--- config.mk ---
export PLATFORM = sky130hd
export DESIGN_NAME = phs_avg_top
export DESIGN_NICKNAME = d
export VERILOG_FILES = /design/src/phs_avg_pkg.sv /design/src/phs_avg_accum.sv /design/src/phs_avg_top.sv /design/src/phs_cross_mul.sv /design/src/phs_gain_regs.sv
export VERILOG_INCLUDE_DIRS = /design/src
export SDC_FILE = /design/constraint.sdc
export NUM_CORES = 2
export LEC_CHECK = 0
export BUFFER_PORTS_ARGS = -buffer_cell sky130_fd_sc_hd__buf_4
export CAP_MARGIN = 10
export CORE_UTILIZATION = 40
export DETAILED_ROUTE_END_ITERATION = 8
export HOLD_SLACK_MARGIN = 0.15
export MAX_ROUTING_LAYER = met4
export SYNTH_ARGS = -nofsm -noshare
export SYNTH_HDL_FRONTEND = slang
export SYNTH_SLANG_ARGS = --single-unit
export TNS_END_PERCENT = 1
--- constraint.sdc ---
create_clock -name clk -period 9.5 [get_ports clk]
set_input_delay 0.95 -clock clk [delete_from_list [all_inputs] [get_ports clk]]
set_output_delay 0.95 -clock clk [all_outputs]
set_load 0.01 [all_outputs]
--- src/phs_avg_params.svh ---
`ifndef PHS_AVG_PARAMS_SVH
`define PHS_AVG_PARAMS_SVH

// sample width of the interleaved forward and reverse streams
// the datapath widths below grow from this value
`define PHS_DWI 17

// width of one gain component, real or imaginary
`define PHS_DWJ 16

// AXI4-Lite byte address width
// four word registers fit in 4 bits
`define PHS_AXI_AW 4

// AXI4-Lite data width
`define PHS_AXI_DW 32

// OKAY response code, the only one this slave returns
`define PHS_AXI_RESP_OKAY 2'b00

// integrator width, also the filter output width
`define PHS_INTG_W (`PHS_DWI + 8)

`endif

--- src/phs_avg_pkg.sv ---
`include "phs_avg_params.svh"

package phs_avg_pkg;

	// one interleaved sample
	// iq high marks the real part, low the imaginary part
	typedef struct packed {
		logic                      iq;
		logic signed [`PHS_DWI-1:0] val;
	} iq_sample_t;

	// complex gain as written by the host
	typedef struct packed {
		logic signed [`PHS_DWJ-1:0] re;
		logic signed [`PHS_DWJ-1:0] im;
	} cgain_t;

	// forward and reverse gains, in that order
	typedef struct packed {
		cgain_t fwd;
		cgain_t rev;
	} gain_set_t;

	// trimmed cross product, one per multiplier
	typedef logic signed [`PHS_DWI+5:0] xprod_t;

	// register byte offsets
	// the 4-bit map has four word slots, so the reverse word carries both
	// components: real in [15:0], imaginary in [31:16]
	typedef enum logic [`PHS_AXI_AW-1:0] {
		REG_FWD_RE = 4'h0,
		REG_FWD_IM = 4'h4,
		REG_REV_RE = 4'h8,
		// bit 0 clears the integrator, reads back zero
		REG_CTRL   = 4'hC
	} reg_addr_e;

endpackage

--- src/phs_avg_accum.sv ---
`timescale 1ns/10ps
`include "phs_avg_params.svh"

module phs_avg_accum (
	input  logic                         clk,
	input  logic                         reset,
	input  logic                         int_clear,
	input  phs_avg_pkg::xprod_t          prod_f,
	input  phs_avg_pkg::xprod_t          prod_r,
	output logic signed [`PHS_DWI+7:0]   sum_filt,
	output logic signed [`PHS_DWI+1:0]   z
);

	// one guard bit per addition
	localparam int SUM_W  = $bits(phs_avg_pkg::xprod_t) + 1;
	localparam int FILT_W = `PHS_INTG_W;

	logic signed [SUM_W-1:0]  sum;
	logic signed [SUM_W-1:0]  sum_d;
	logic signed [FILT_W-1:0] sum_f;
	logic signed [FILT_W-1:0] intg;

	// stage 1: forward plus reverse
	// stage 2: two-tap [1, 1] filter over the last two sums
	// this pairs the R*I and I*R halves of each sample
	always_ff @(posedge clk) begin
		if (reset) begin
			sum   <= '0;
			sum_d <= '0;
			sum_f <= '0;
		end else begin
			sum   <= prod_f + prod_r;
			sum_d <= sum;
			sum_f <= sum + sum_d;
		end
	end

	// stage 3: integrator
	// the filter counts every pair twice, so half is added
	always_ff @(posedge clk) begin
		if (reset || int_clear) begin
			intg <= '0;
		end else begin
			intg <= intg + (sum_f >>> 1);
		end
	end

	assign sum_filt = sum_f;

	// phase error
	// the five low integrator bits are fraction
	assign z = intg[`PHS_DWI+6:5];

endmodule

--- src/phs_avg_top.sv ---
`timescale 1ns/10ps
`include "phs_avg_params.svh"

// phase averaging for the LLRF loop
// total latency from a sample pair to z is four cycles
module phs_avg_top (
	input  logic                         clk,
	input  logic                         reset,
	// AXI4-Lite slave
	input  logic [`PHS_AXI_AW-1:0]       awaddr,
	input  logic                         awvalid,
	output logic                         awready,
	input  logic [`PHS_AXI_DW-1:0]       wdata,
	input  logic                         wvalid,
	output logic                         wready,
	output logic [1:0]                   bresp,
	output logic                         bvalid,
	input  logic                         bready,
	input  logic [`PHS_AXI_AW-1:0]       araddr,
	input  logic                         arvalid,
	output logic                         arready,
	output logic [`PHS_AXI_DW-1:0]       rdata,
	output logic [1:0]                   rresp,
	output logic                         rvalid,
	input  logic                         rready,
	// sample streams
	input  phs_avg_pkg::iq_sample_t      fwd,
	input  phs_avg_pkg::iq_sample_t      rev,
	// results
	output logic signed [`PHS_DWI+7:0]   sum_filt,
	output logic signed [`PHS_DWI+1:0]   z
);

	phs_avg_pkg::gain_set_t  gains;
	phs_avg_pkg::iq_sample_t rev_s;
	phs_avg_pkg::xprod_t     prod_f;
	phs_avg_pkg::xprod_t     prod_r;
	logic                    int_clear;

	// reverse stream follows the forward iq strobe
	assign rev_s.iq  = fwd.iq;
	assign rev_s.val = rev.val;

	phs_gain_regs u_regs (
		.clk       (clk),
		.reset     (reset),
		.awaddr    (awaddr),
		.awvalid   (awvalid),
		.awready   (awready),
		.wdata     (wdata),
		.wvalid    (wvalid),
		.wready    (wready),
		.bresp     (bresp),
		.bvalid    (bvalid),
		.bready    (bready),
		.araddr    (araddr),
		.arvalid   (arvalid),
		.arready   (arready),
		.rdata     (rdata),
		.rresp     (rresp),
		.rvalid    (rvalid),
		.rready    (rready),
		.gains     (gains),
		.int_clear (int_clear)
	);

	phs_cross_mul u_mul_fwd (
		.clk   (clk),
		.reset (reset),
		.samp  (fwd),
		.gain  (gains.fwd),
		.prod  (prod_f)
	);

	phs_cross_mul u_mul_rev (
		.clk   (clk),
		.reset (reset),
		.samp  (rev_s),
		.gain  (gains.rev),
		.prod  (prod_r)
	);

	phs_avg_accum u_accum (
		.clk       (clk),
		.reset     (reset),
		.int_clear (int_clear),
		.prod_f    (prod_f),
		.prod_r    (prod_r),
		.sum_filt  (sum_filt),
		.z         (z)
	);

endmodule

--- src/phs_cross_mul.sv ---
`timescale 1ns/10ps
`include "phs_avg_params.svh"

// one multiplier serves both halves of the imaginary term
// iq high: real gain is picked, multiplied next cycle by the imaginary sample
// iq low: imaginary gain is picked, multiplied next cycle by the real sample
// over two cycles this gives R*I and I*R, summed later by the filter
module phs_cross_mul (
	input  logic                    clk,
	input  logic                    reset,
	input  phs_avg_pkg::iq_sample_t samp,
	input  phs_avg_pkg::cgain_t     gain,
	output phs_avg_pkg::xprod_t     prod
);

	localparam int FULL_W = `PHS_DWI + `PHS_DWJ;
	localparam int PROD_W = $bits(phs_avg_pkg::xprod_t);
	// low bits dropped from the full product
	localparam int DROP_W = `PHS_DWI - 8;

	logic signed [`PHS_DWJ-1:0] gain_sel;
	logic signed [`PHS_DWJ-1:0] gain_d;
	logic signed [FULL_W-1:0]   prod_full;

	// component picked by the current iq flag
	assign gain_sel = samp.iq ? gain.re : gain.im;

	// gain delayed by one sample
	always_ff @(posedge clk) begin
		if (reset) begin
			gain_d <= '0;
		end else begin
			gain_d <= gain_sel;
		end
	end

	// registered product, the one cycle of latency
	always_ff @(posedge clk) begin
		if (reset) begin
			prod_full <= '0;
		end else begin
			prod_full <= samp.val * gain_d;
		end
	end

	// middle bits
	// the top bit only repeats the sign, so it goes
	assign prod = prod_full[DROP_W +: PROD_W];

endmodule

--- src/phs_gain_regs.sv ---
`timescale 1ns/10ps
`include "phs_avg_params.svh"

module phs_gain_regs (
	input  logic                         clk,
	input  logic                         reset,
	// write address and data
	input  logic [`PHS_AXI_AW-1:0]       awaddr,
	input  logic                         awvalid,
	output logic                         awready,
	input  logic [`PHS_AXI_DW-1:0]       wdata,
	input  logic                         wvalid,
	output logic                         wready,
	// write response
	output logic [1:0]                   bresp,
	output logic                         bvalid,
	input  logic                         bready,
	// read address and data
	input  logic [`PHS_AXI_AW-1:0]       araddr,
	input  logic                         arvalid,
	output logic                         arready,
	output logic [`PHS_AXI_DW-1:0]       rdata,
	output logic [1:0]                   rresp,
	output logic                         rvalid,
	input  logic                         rready,
	// to the datapath
	output phs_avg_pkg::gain_set_t       gains,
	output logic                         int_clear
);

	localparam int EXT_W = `PHS_AXI_DW - `PHS_DWJ;

	// host-visible copy of the gains
	phs_avg_pkg::gain_set_t gain_q;
	logic                   wr_fire;
	logic                   rd_fire;
	logic [`PHS_AXI_DW-1:0] rd_mux;

	// aw and w are accepted together, ready pulses only once both are valid
	assign wr_fire = awvalid && awready && wvalid && wready;
	assign rd_fire = arvalid && arready;

	// every access completes OKAY, unknown offsets included
	assign bresp = `PHS_AXI_RESP_OKAY;
	assign rresp = `PHS_AXI_RESP_OKAY;

	// write channel and gain storage
	always_ff @(posedge clk) begin
		if (reset) begin
			awready   <= 1'b0;
			wready    <= 1'b0;
			bvalid    <= 1'b0;
			int_clear <= 1'b0;
			gain_q    <= '0;
		end else begin
			// single-cycle strobes by default
			awready   <= 1'b0;
			wready    <= 1'b0;
			int_clear <= 1'b0;
			if (wr_fire) begin
				bvalid <= 1'b1;
				case (phs_avg_pkg::reg_addr_e'(awaddr))
					phs_avg_pkg::REG_FWD_RE: gain_q.fwd.re <= wdata[`PHS_DWJ-1:0];
					phs_avg_pkg::REG_FWD_IM: gain_q.fwd.im <= wdata[`PHS_DWJ-1:0];
					phs_avg_pkg::REG_REV_RE: begin
						gain_q.rev.re <= wdata[`PHS_DWJ-1:0];
						gain_q.rev.im <= wdata[2*`PHS_DWJ-1:`PHS_DWJ];
					end
					phs_avg_pkg::REG_CTRL:   int_clear <= wdata[0];
					// unknown offset, response only
					default: ;
				endcase
			end else if (bvalid && bready) begin
				bvalid <= 1'b0;
			end else if (awvalid && wvalid && !bvalid) begin
				awready <= 1'b1;
				wready  <= 1'b1;
			end
		end
	end

	// second stage toward the multipliers
	// new gains reach the sample two cycles after bvalid
	always_ff @(posedge clk) begin
		if (reset) begin
			gains <= '0;
		end else begin
			gains <= gain_q;
		end
	end

	// readback, forward components sign extended
	always_comb begin
		case (phs_avg_pkg::reg_addr_e'(araddr))
			phs_avg_pkg::REG_FWD_RE: rd_mux = {{EXT_W{gain_q.fwd.re[`PHS_DWJ-1]}}, gain_q.fwd.re};
			phs_avg_pkg::REG_FWD_IM: rd_mux = {{EXT_W{gain_q.fwd.im[`PHS_DWJ-1]}}, gain_q.fwd.im};
			phs_avg_pkg::REG_REV_RE: rd_mux = {gain_q.rev.im, gain_q.rev.re};
			// control is write-only
			default:                 rd_mux = '0;
		endcase
	end

	// read channel
	// arready stays low while a response waits for rready
	always_ff @(posedge clk) begin
		if (reset) begin
			arready <= 1'b0;
			rvalid  <= 1'b0;
		end else if (rd_fire) begin
			arready <= 1'b0;
			rvalid  <= 1'b1;
		end else if (rvalid && rready) begin
			arready <= 1'b1;
			rvalid  <= 1'b0;
		end else if (!rvalid) begin
			arready <= 1'b1;
		end
	end

	// read data captured at acceptance
	always_ff @(posedge clk) begin
		if (rd_fire) begin
			rdata <= rd_mux;
		end
	end

endmodule

; Yosys cells after proc, flatten, opt, wreduce, memory -nomap -nowiden
; Index checks and enable logic that the tools add are counted.
; W data, S select, Z words.
[word_totals]
input_bits = 83
out_inout_bits = 85
register_bits = 359
word_cells = 65
[op_classes]
n_addsub = 3
mul = 2
bitwise_logic = 2
muxes = 10
n_reduce_logical = 20
n_eq_ne = 6
[ops]
columns = operator, n
row1 = $pmux W32 S3, 1
row2 = $mul A17 B16 Y32, 2
row3 = $mux W16, 2
row4 = $add A24 B24 Y25, 1
row5 = $add A25 B24 Y25, 1
row6 = $add A23 B23 Y24, 1
row7 = $eq A4 B4 Y1 const B, 3
row8 = $eq A4 B3 Y1 const B, 2
row9 = $logic_and A1 B1 Y1, 8
row10 = $logic_not A4 Y1, 2
row11 = $mux W1, 7
row12 = $reduce_and A2 Y1, 3
row13 = $reduce_or A3 Y1, 2
row14 = $reduce_bool A2 Y1, 2
row15 = $ne A2 B2 Y1 const B, 1
row16 = $not A1 Y1, 2
row17 = $reduce_or A2 Y1, 1
row18 = $logic_not A1 Y1, 1
row19 = $logic_or A1 B1 Y1, 1

; Logic depth before layout (Yosys ltp)
[logic_depth]
word_depth = 5
mapped_depth = 24

; Cells and area by module
; From an unflattened synthesis, not the netlist that was laid out.
[unflattened]
hier_cells = 3616
hier_area_um2 = 34324.2
[modules_own_cells]
columns = module, seq_area_each_um2, instances, area_each_um2, cells_each
row1 = phs_cross_mul (u_mul_rev), 780.7, 1, 11382.2, 1226
row2 = phs_cross_mul (u_mul_fwd), 780.7, 1, 10956.8, 1174
row3 = phs_avg_accum, 1941.9, 1, 6142.1, 726
row4 = phs_gain_regs, 3623.5, 1, 5843.1, 490

; Worst setup path after synthesis
; Ideal clock, no wire load.
[synth_timing]
kind = input-to-reg
from = input port rev[16] (netlist bit)
to = register u_mul_rev.prod_full[29]
cell_stages = 22
slack_ns = 2.769
setup_time_ns = 0.128
arrival_ns = 6.603
t_required_ns = 9.372
cell_sequence = clkbuf_1 > nand2_1 > inv_1 > fa_1 > inv_1 > fa_1 > inv_1 > fa_1 > fa_1 > fa_1 > inv_1 > fa_1 > inv_1 > ha_1 > and2_1 > a221o_1 > a21oi_1 > nor3b_1 > a21oi_1 > a311oi_1 > xor2_1 > nor2_1
[synth_via]
elab_chain_len = 1
[synth_rtl]
columns = item, line_no
row1 = "start, declared", phs_avg_top.sv:28  ; input phs_avg_pkg::iq_sample_t rev,
row2 = $mul A17 B16 Y32, phs_cross_mul.sv:42  ; prod_full <= samp.val * gain_d;
row3 = "end signal, assigned", phs_cross_mul.sv:42
row4 = "end, declared", phs_cross_mul.sv:23  ; logic signed [FULL_W-1:0] prod_full;
; No other way between the ends.
; A chain may end at the register's enable or synchronous reset.

; Final worst setup path
[layout_timing]
from = register u_mul_rev.gain_d[2]
to = register u_mul_rev.prod_full[31]
[layout_via]
elab_chain_len = 1
[layout_rtl]
columns = item, line_no
row1 = "start, declared", phs_cross_mul.sv:22  ; logic signed [`PHS_DWJ-1:0] gain_d;
row2 = "start signal, assigned", phs_cross_mul.sv:33  ; gain_d <= gain_sel;
row3 = $mul A17 B16 Y32, phs_cross_mul.sv:42
; No other way between the ends.

==> impl_metrics.csv <==
group,metric,value,unit
outcome,status,"finished with violations",
outcome,violations,"DRC",
clocking,cts_setup_buffers,0,
yosys,synth_seq_cells,340,
sta,finalHoldViolations,0,
cells_and_area,fin_cells,4664,
yosys,ys.flop_type,"dfxtp_1",
clocking,htree_levels,2,
sta,period_share,72.7,%
clocking,ctsHoldBuffers,0,
cells_and_area,post-route-util,44.4,%
sta,fmax,0.145,GHz
worst_hold_path,worstHoldEndpoint,"u_mul_fwd.gain_d[7]",
routing,drc_errors,8,
grt,grt_pass1_vias,23500,
routing,drtAntennaViolNets,0,
worst_setup_path,r2r_slack,2.60,ns
worst_setup_path,r2r-end,"u_mul_rev.prod_full[31]",
worst_setup_path,worstPathArrival,7.35,ns
routing,routedWlPerCell,15.7,µm
floorplanning,start_util,40.6,%
worst_hold_path,hp-class,"flip-flop to flip-flop",
cells_and_area,layout_common_cells,"inv_1, fa_1, nand2_1",
cells_and_area,num_antenna_cells,0,
yosys,synth.distinct_cells,66,
yosys,synth_top_area_share,33.0,%
yosys,synth_edf_count,32,
clocking,clock_sinks,340,
sta,setup_slack,2.60,ns
worst_setup_path,reg2reg_depth,21,
clocking,insertion_delay,0.53,ns
worst_setup_path,rr_startpoint,"u_mul_rev.gain_d[2]",
sta,slew_headroom,23.2,%
cells_and_area,drive_gt1_share,6.83,%
yosys,yosys-top-cells-area,"fa_1, dfxtp_1, ha_1",
clocking,root_buffer,"clkbuf_16",
floorplanning,design.die.area,83200,µm²
routing,wirelength,73100,µm
power,p_leak,17.7,nW
sta,fin_skew,0.0157,ns
floorplanning,die_x,288,µm
cells_and_area,layout.nets,4433,
yosys,postSynthCellCount,3520,
placement,routabilityCongestion,0.841,
clocking,numCtsBuffers,34,
placement,dp_slack,2.16,ns
power,power_density,81.5,nW/µm²
worst_hold_path,min_from,"u_regs.gains[39]",
cells_and_area,layout_commonest_cell,"inv_1",
sta,finalCriticalPeriod,6.90,ns
yosys,yosys.area.top_type,"fa_1",
floorplanning,design.core.area,80800,µm²
worst_setup_path,critPathMaxFanout,17,
grt,antenna_found_initial,1,
floorplanning,num_rows,104,
routing,drt-initial-drc-count,878,
grt,grt_max_degree,119,
yosys,synth_warnings,0,
placement,hpwl,57000,µm
grt,grt_pass1_wl,123000,µm
placement,numPortBuffers,162,
worst_hold_path,min_path_cells,2,
floorplanning,ios,168,
worst_setup_path,worstSetupPathType,"flip-flop to flip-flop",
worst_setup_path,cp_data_required_time,9.94,ns
run,max_cap_viol_count,0,
placement,post_dp_cell_area,34800,µm²
yosys,synth_seq_area_share,21.7,%
cells_and_area,layout-area-overhead-vs-synth,9.42,%
routing,firstDrtPassIters,9,
cells_and_area,fin_area,35900,µm²
clocking,cts_tree,"yes",
clocking,clkTransAtPathRegs,0.06,ns
grt,grt_remaining_overflow,0,
worst_setup_path,startpoint_type,"flip-flop",
floorplanning,die_h,288,µm
sta,slew_viol_final,0,
yosys,synth_area_per_cell,9.32,µm²
routing,via_per_inst,4.85,
worst_setup_path,cp-end-kind,"flip-flop",
cells_and_area,fillers,7813,
power,max-vdd-ir-drop,0.000107,V
sta,setup-violations-final,0,
sta,rsz0062_at_grt,"false",
grt,gr-usage-all-layers,19.1,%
placement,dpl.cell_count,4605,
routing,route.vias.total,22600,
yosys,async_flop_share,0,%
clocking,post_cts_resize_count,0,
sta,tns,0,ns
yosys,synth_area,32800,µm²
sta,tightest_slew,1.14,ns
clocking,cts.path.max_buffers,3,
kinds of logic after synthesis:
logic type / after synthesis / share of synthesized area [%]
buffers and inverters: 782 / 9.22
AND/OR/NAND/NOR: 1149 / 16.7
AO/OA/AOI/OAI: 316 / 6.09
XOR/XNOR: 113 / 3.02
adder cells (fa/ha/maj): 769 / 41.7
other: 1 / 0.0114
flip-flops: 340 / 21.7
multiplexers: 50 / 1.53
worst max-delay path, cell delays in order, from the launching register on:
cell and delay (ns):
dfxtp_1 0.87, nand2_1 0.20, inv_1 0.12, fa_1 0.55, inv_1 0.14, fa_1 0.46
inv_1 0.32, fa_1 0.51, fa_1 0.51, fa_1 0.49, inv_1 0.05, fa_1 0.47
inv_1 0.04, ha_1 0.32, and2_1 0.19, a221o_1 0.29, a21oi_1 0.19, nor3b_1 0.28
a211o_1 0.21, a31oi_1 0.10, or3_1 0.35, a21oi_1 0.16
worst max path at each step:
stage	start	to	slack (ns)	cells past startpoint
after detailed placement	rev[16]	u_mul_rev.prod_full[31]	2.16	22
after CTS	u_mul_rev.gain_d[2]	u_mul_rev.prod_full[31]	2.59	21
after floorplan	rev[16]	u_mul_rev.prod_full[29]	2.77	22
after global routing	u_mul_rev.gain_d[2]	u_mul_rev.prod_full[29]	2.14	21
after global placement	rev[16]	u_mul_rev.prod_full[29]	2.21	22
final	u_mul_rev.gain_d[2]	u_mul_rev.prod_full[31]	2.60	21
routing by layer:
layer	GRT usage, %	up-vias	wire [µm]
met4	3.02	0	964
met3	2.46	76	3390
met5	-	-	0
met1	24.7	11200	32700
li1	-	10800	-
met2	32.3	459	36100
area by class of cell:
class                           instances  area (µm²)  share of cell area [%]
Multi-Input combinational cell       2401       22700                    63.2
Clock inverter                          9         109                   0.303
Timing Repair Buffer                  176        1330                    3.70
Inverter                              628        2360                    6.57
Tap cell                             1060        1330                    3.69
Sequential cell                       340        7130                    19.9
Clock buffer                           50         961                    2.68
flip-flops by register name (all words and copies together), names as in the netlist:
| name | count |
|---|---|
| u_regs.gain_q | 64 |
| u_regs.gains | 64 |
| u_regs.rdata | 32 |
| u_accum.sum_filt | 25 |
| u_accum.intg | 24 |
| u_accum.sum | 24 |
| u_accum.sum_d | 24 |
| u_mul_fwd.prod_full | 23 |
| u_mul_rev.prod_full | 23 |
| u_mul_fwd.gain_d | 16 |
| u_mul_rev.gain_d | 16 |
| u_regs.arready | 1 |
| u_regs.awready | 1 |
| u_regs.bvalid | 1 |
| u_regs.int_clear | 1 |
| u_regs.rvalid | 1 |
per-stage QoR:
step	hold WS (ns)	total power [W]
2_1_floorplan	0.437	0.00158
5_1_grt	0.471	0.00305
3_5_place_dp	0.448	0.00166
6_report	0.461	0.00293
3_3_place_gp	0.448	0.00166
4_1_cts	0.459	0.00297
cell usage after synthesis (all sizes together) (6+ instances only):
cell    count
inv       628
fa        541
nand2     457
dfxtp     308
and2      253
ha        228
nor2      206
a21oi     127
clkbuf    122
nor2b     106
xnor2      72
o21ai      50
mux2i      49
xor2       41
nor3       33
buf        32
edfxtp     32
a21o       22
nand2b     22
nand3      22
a22oi      17
o21a       15
a211oi     14
o21bai     14
a31oi      12
and3       12
or3        10
nand4       9
or2         6
power by group:
part | total [W] | internal, W | switching (W)
clock | 0.00130 | 0.000738 | 0.000558
combinational | 0.000165 | 0.0000555 | 0.000109
sequential | 0.00147 | 0.00146 | 0.00000847
total | 0.00293 | 0.00225 | 0.000676
(Power assumes the default switching activity.)
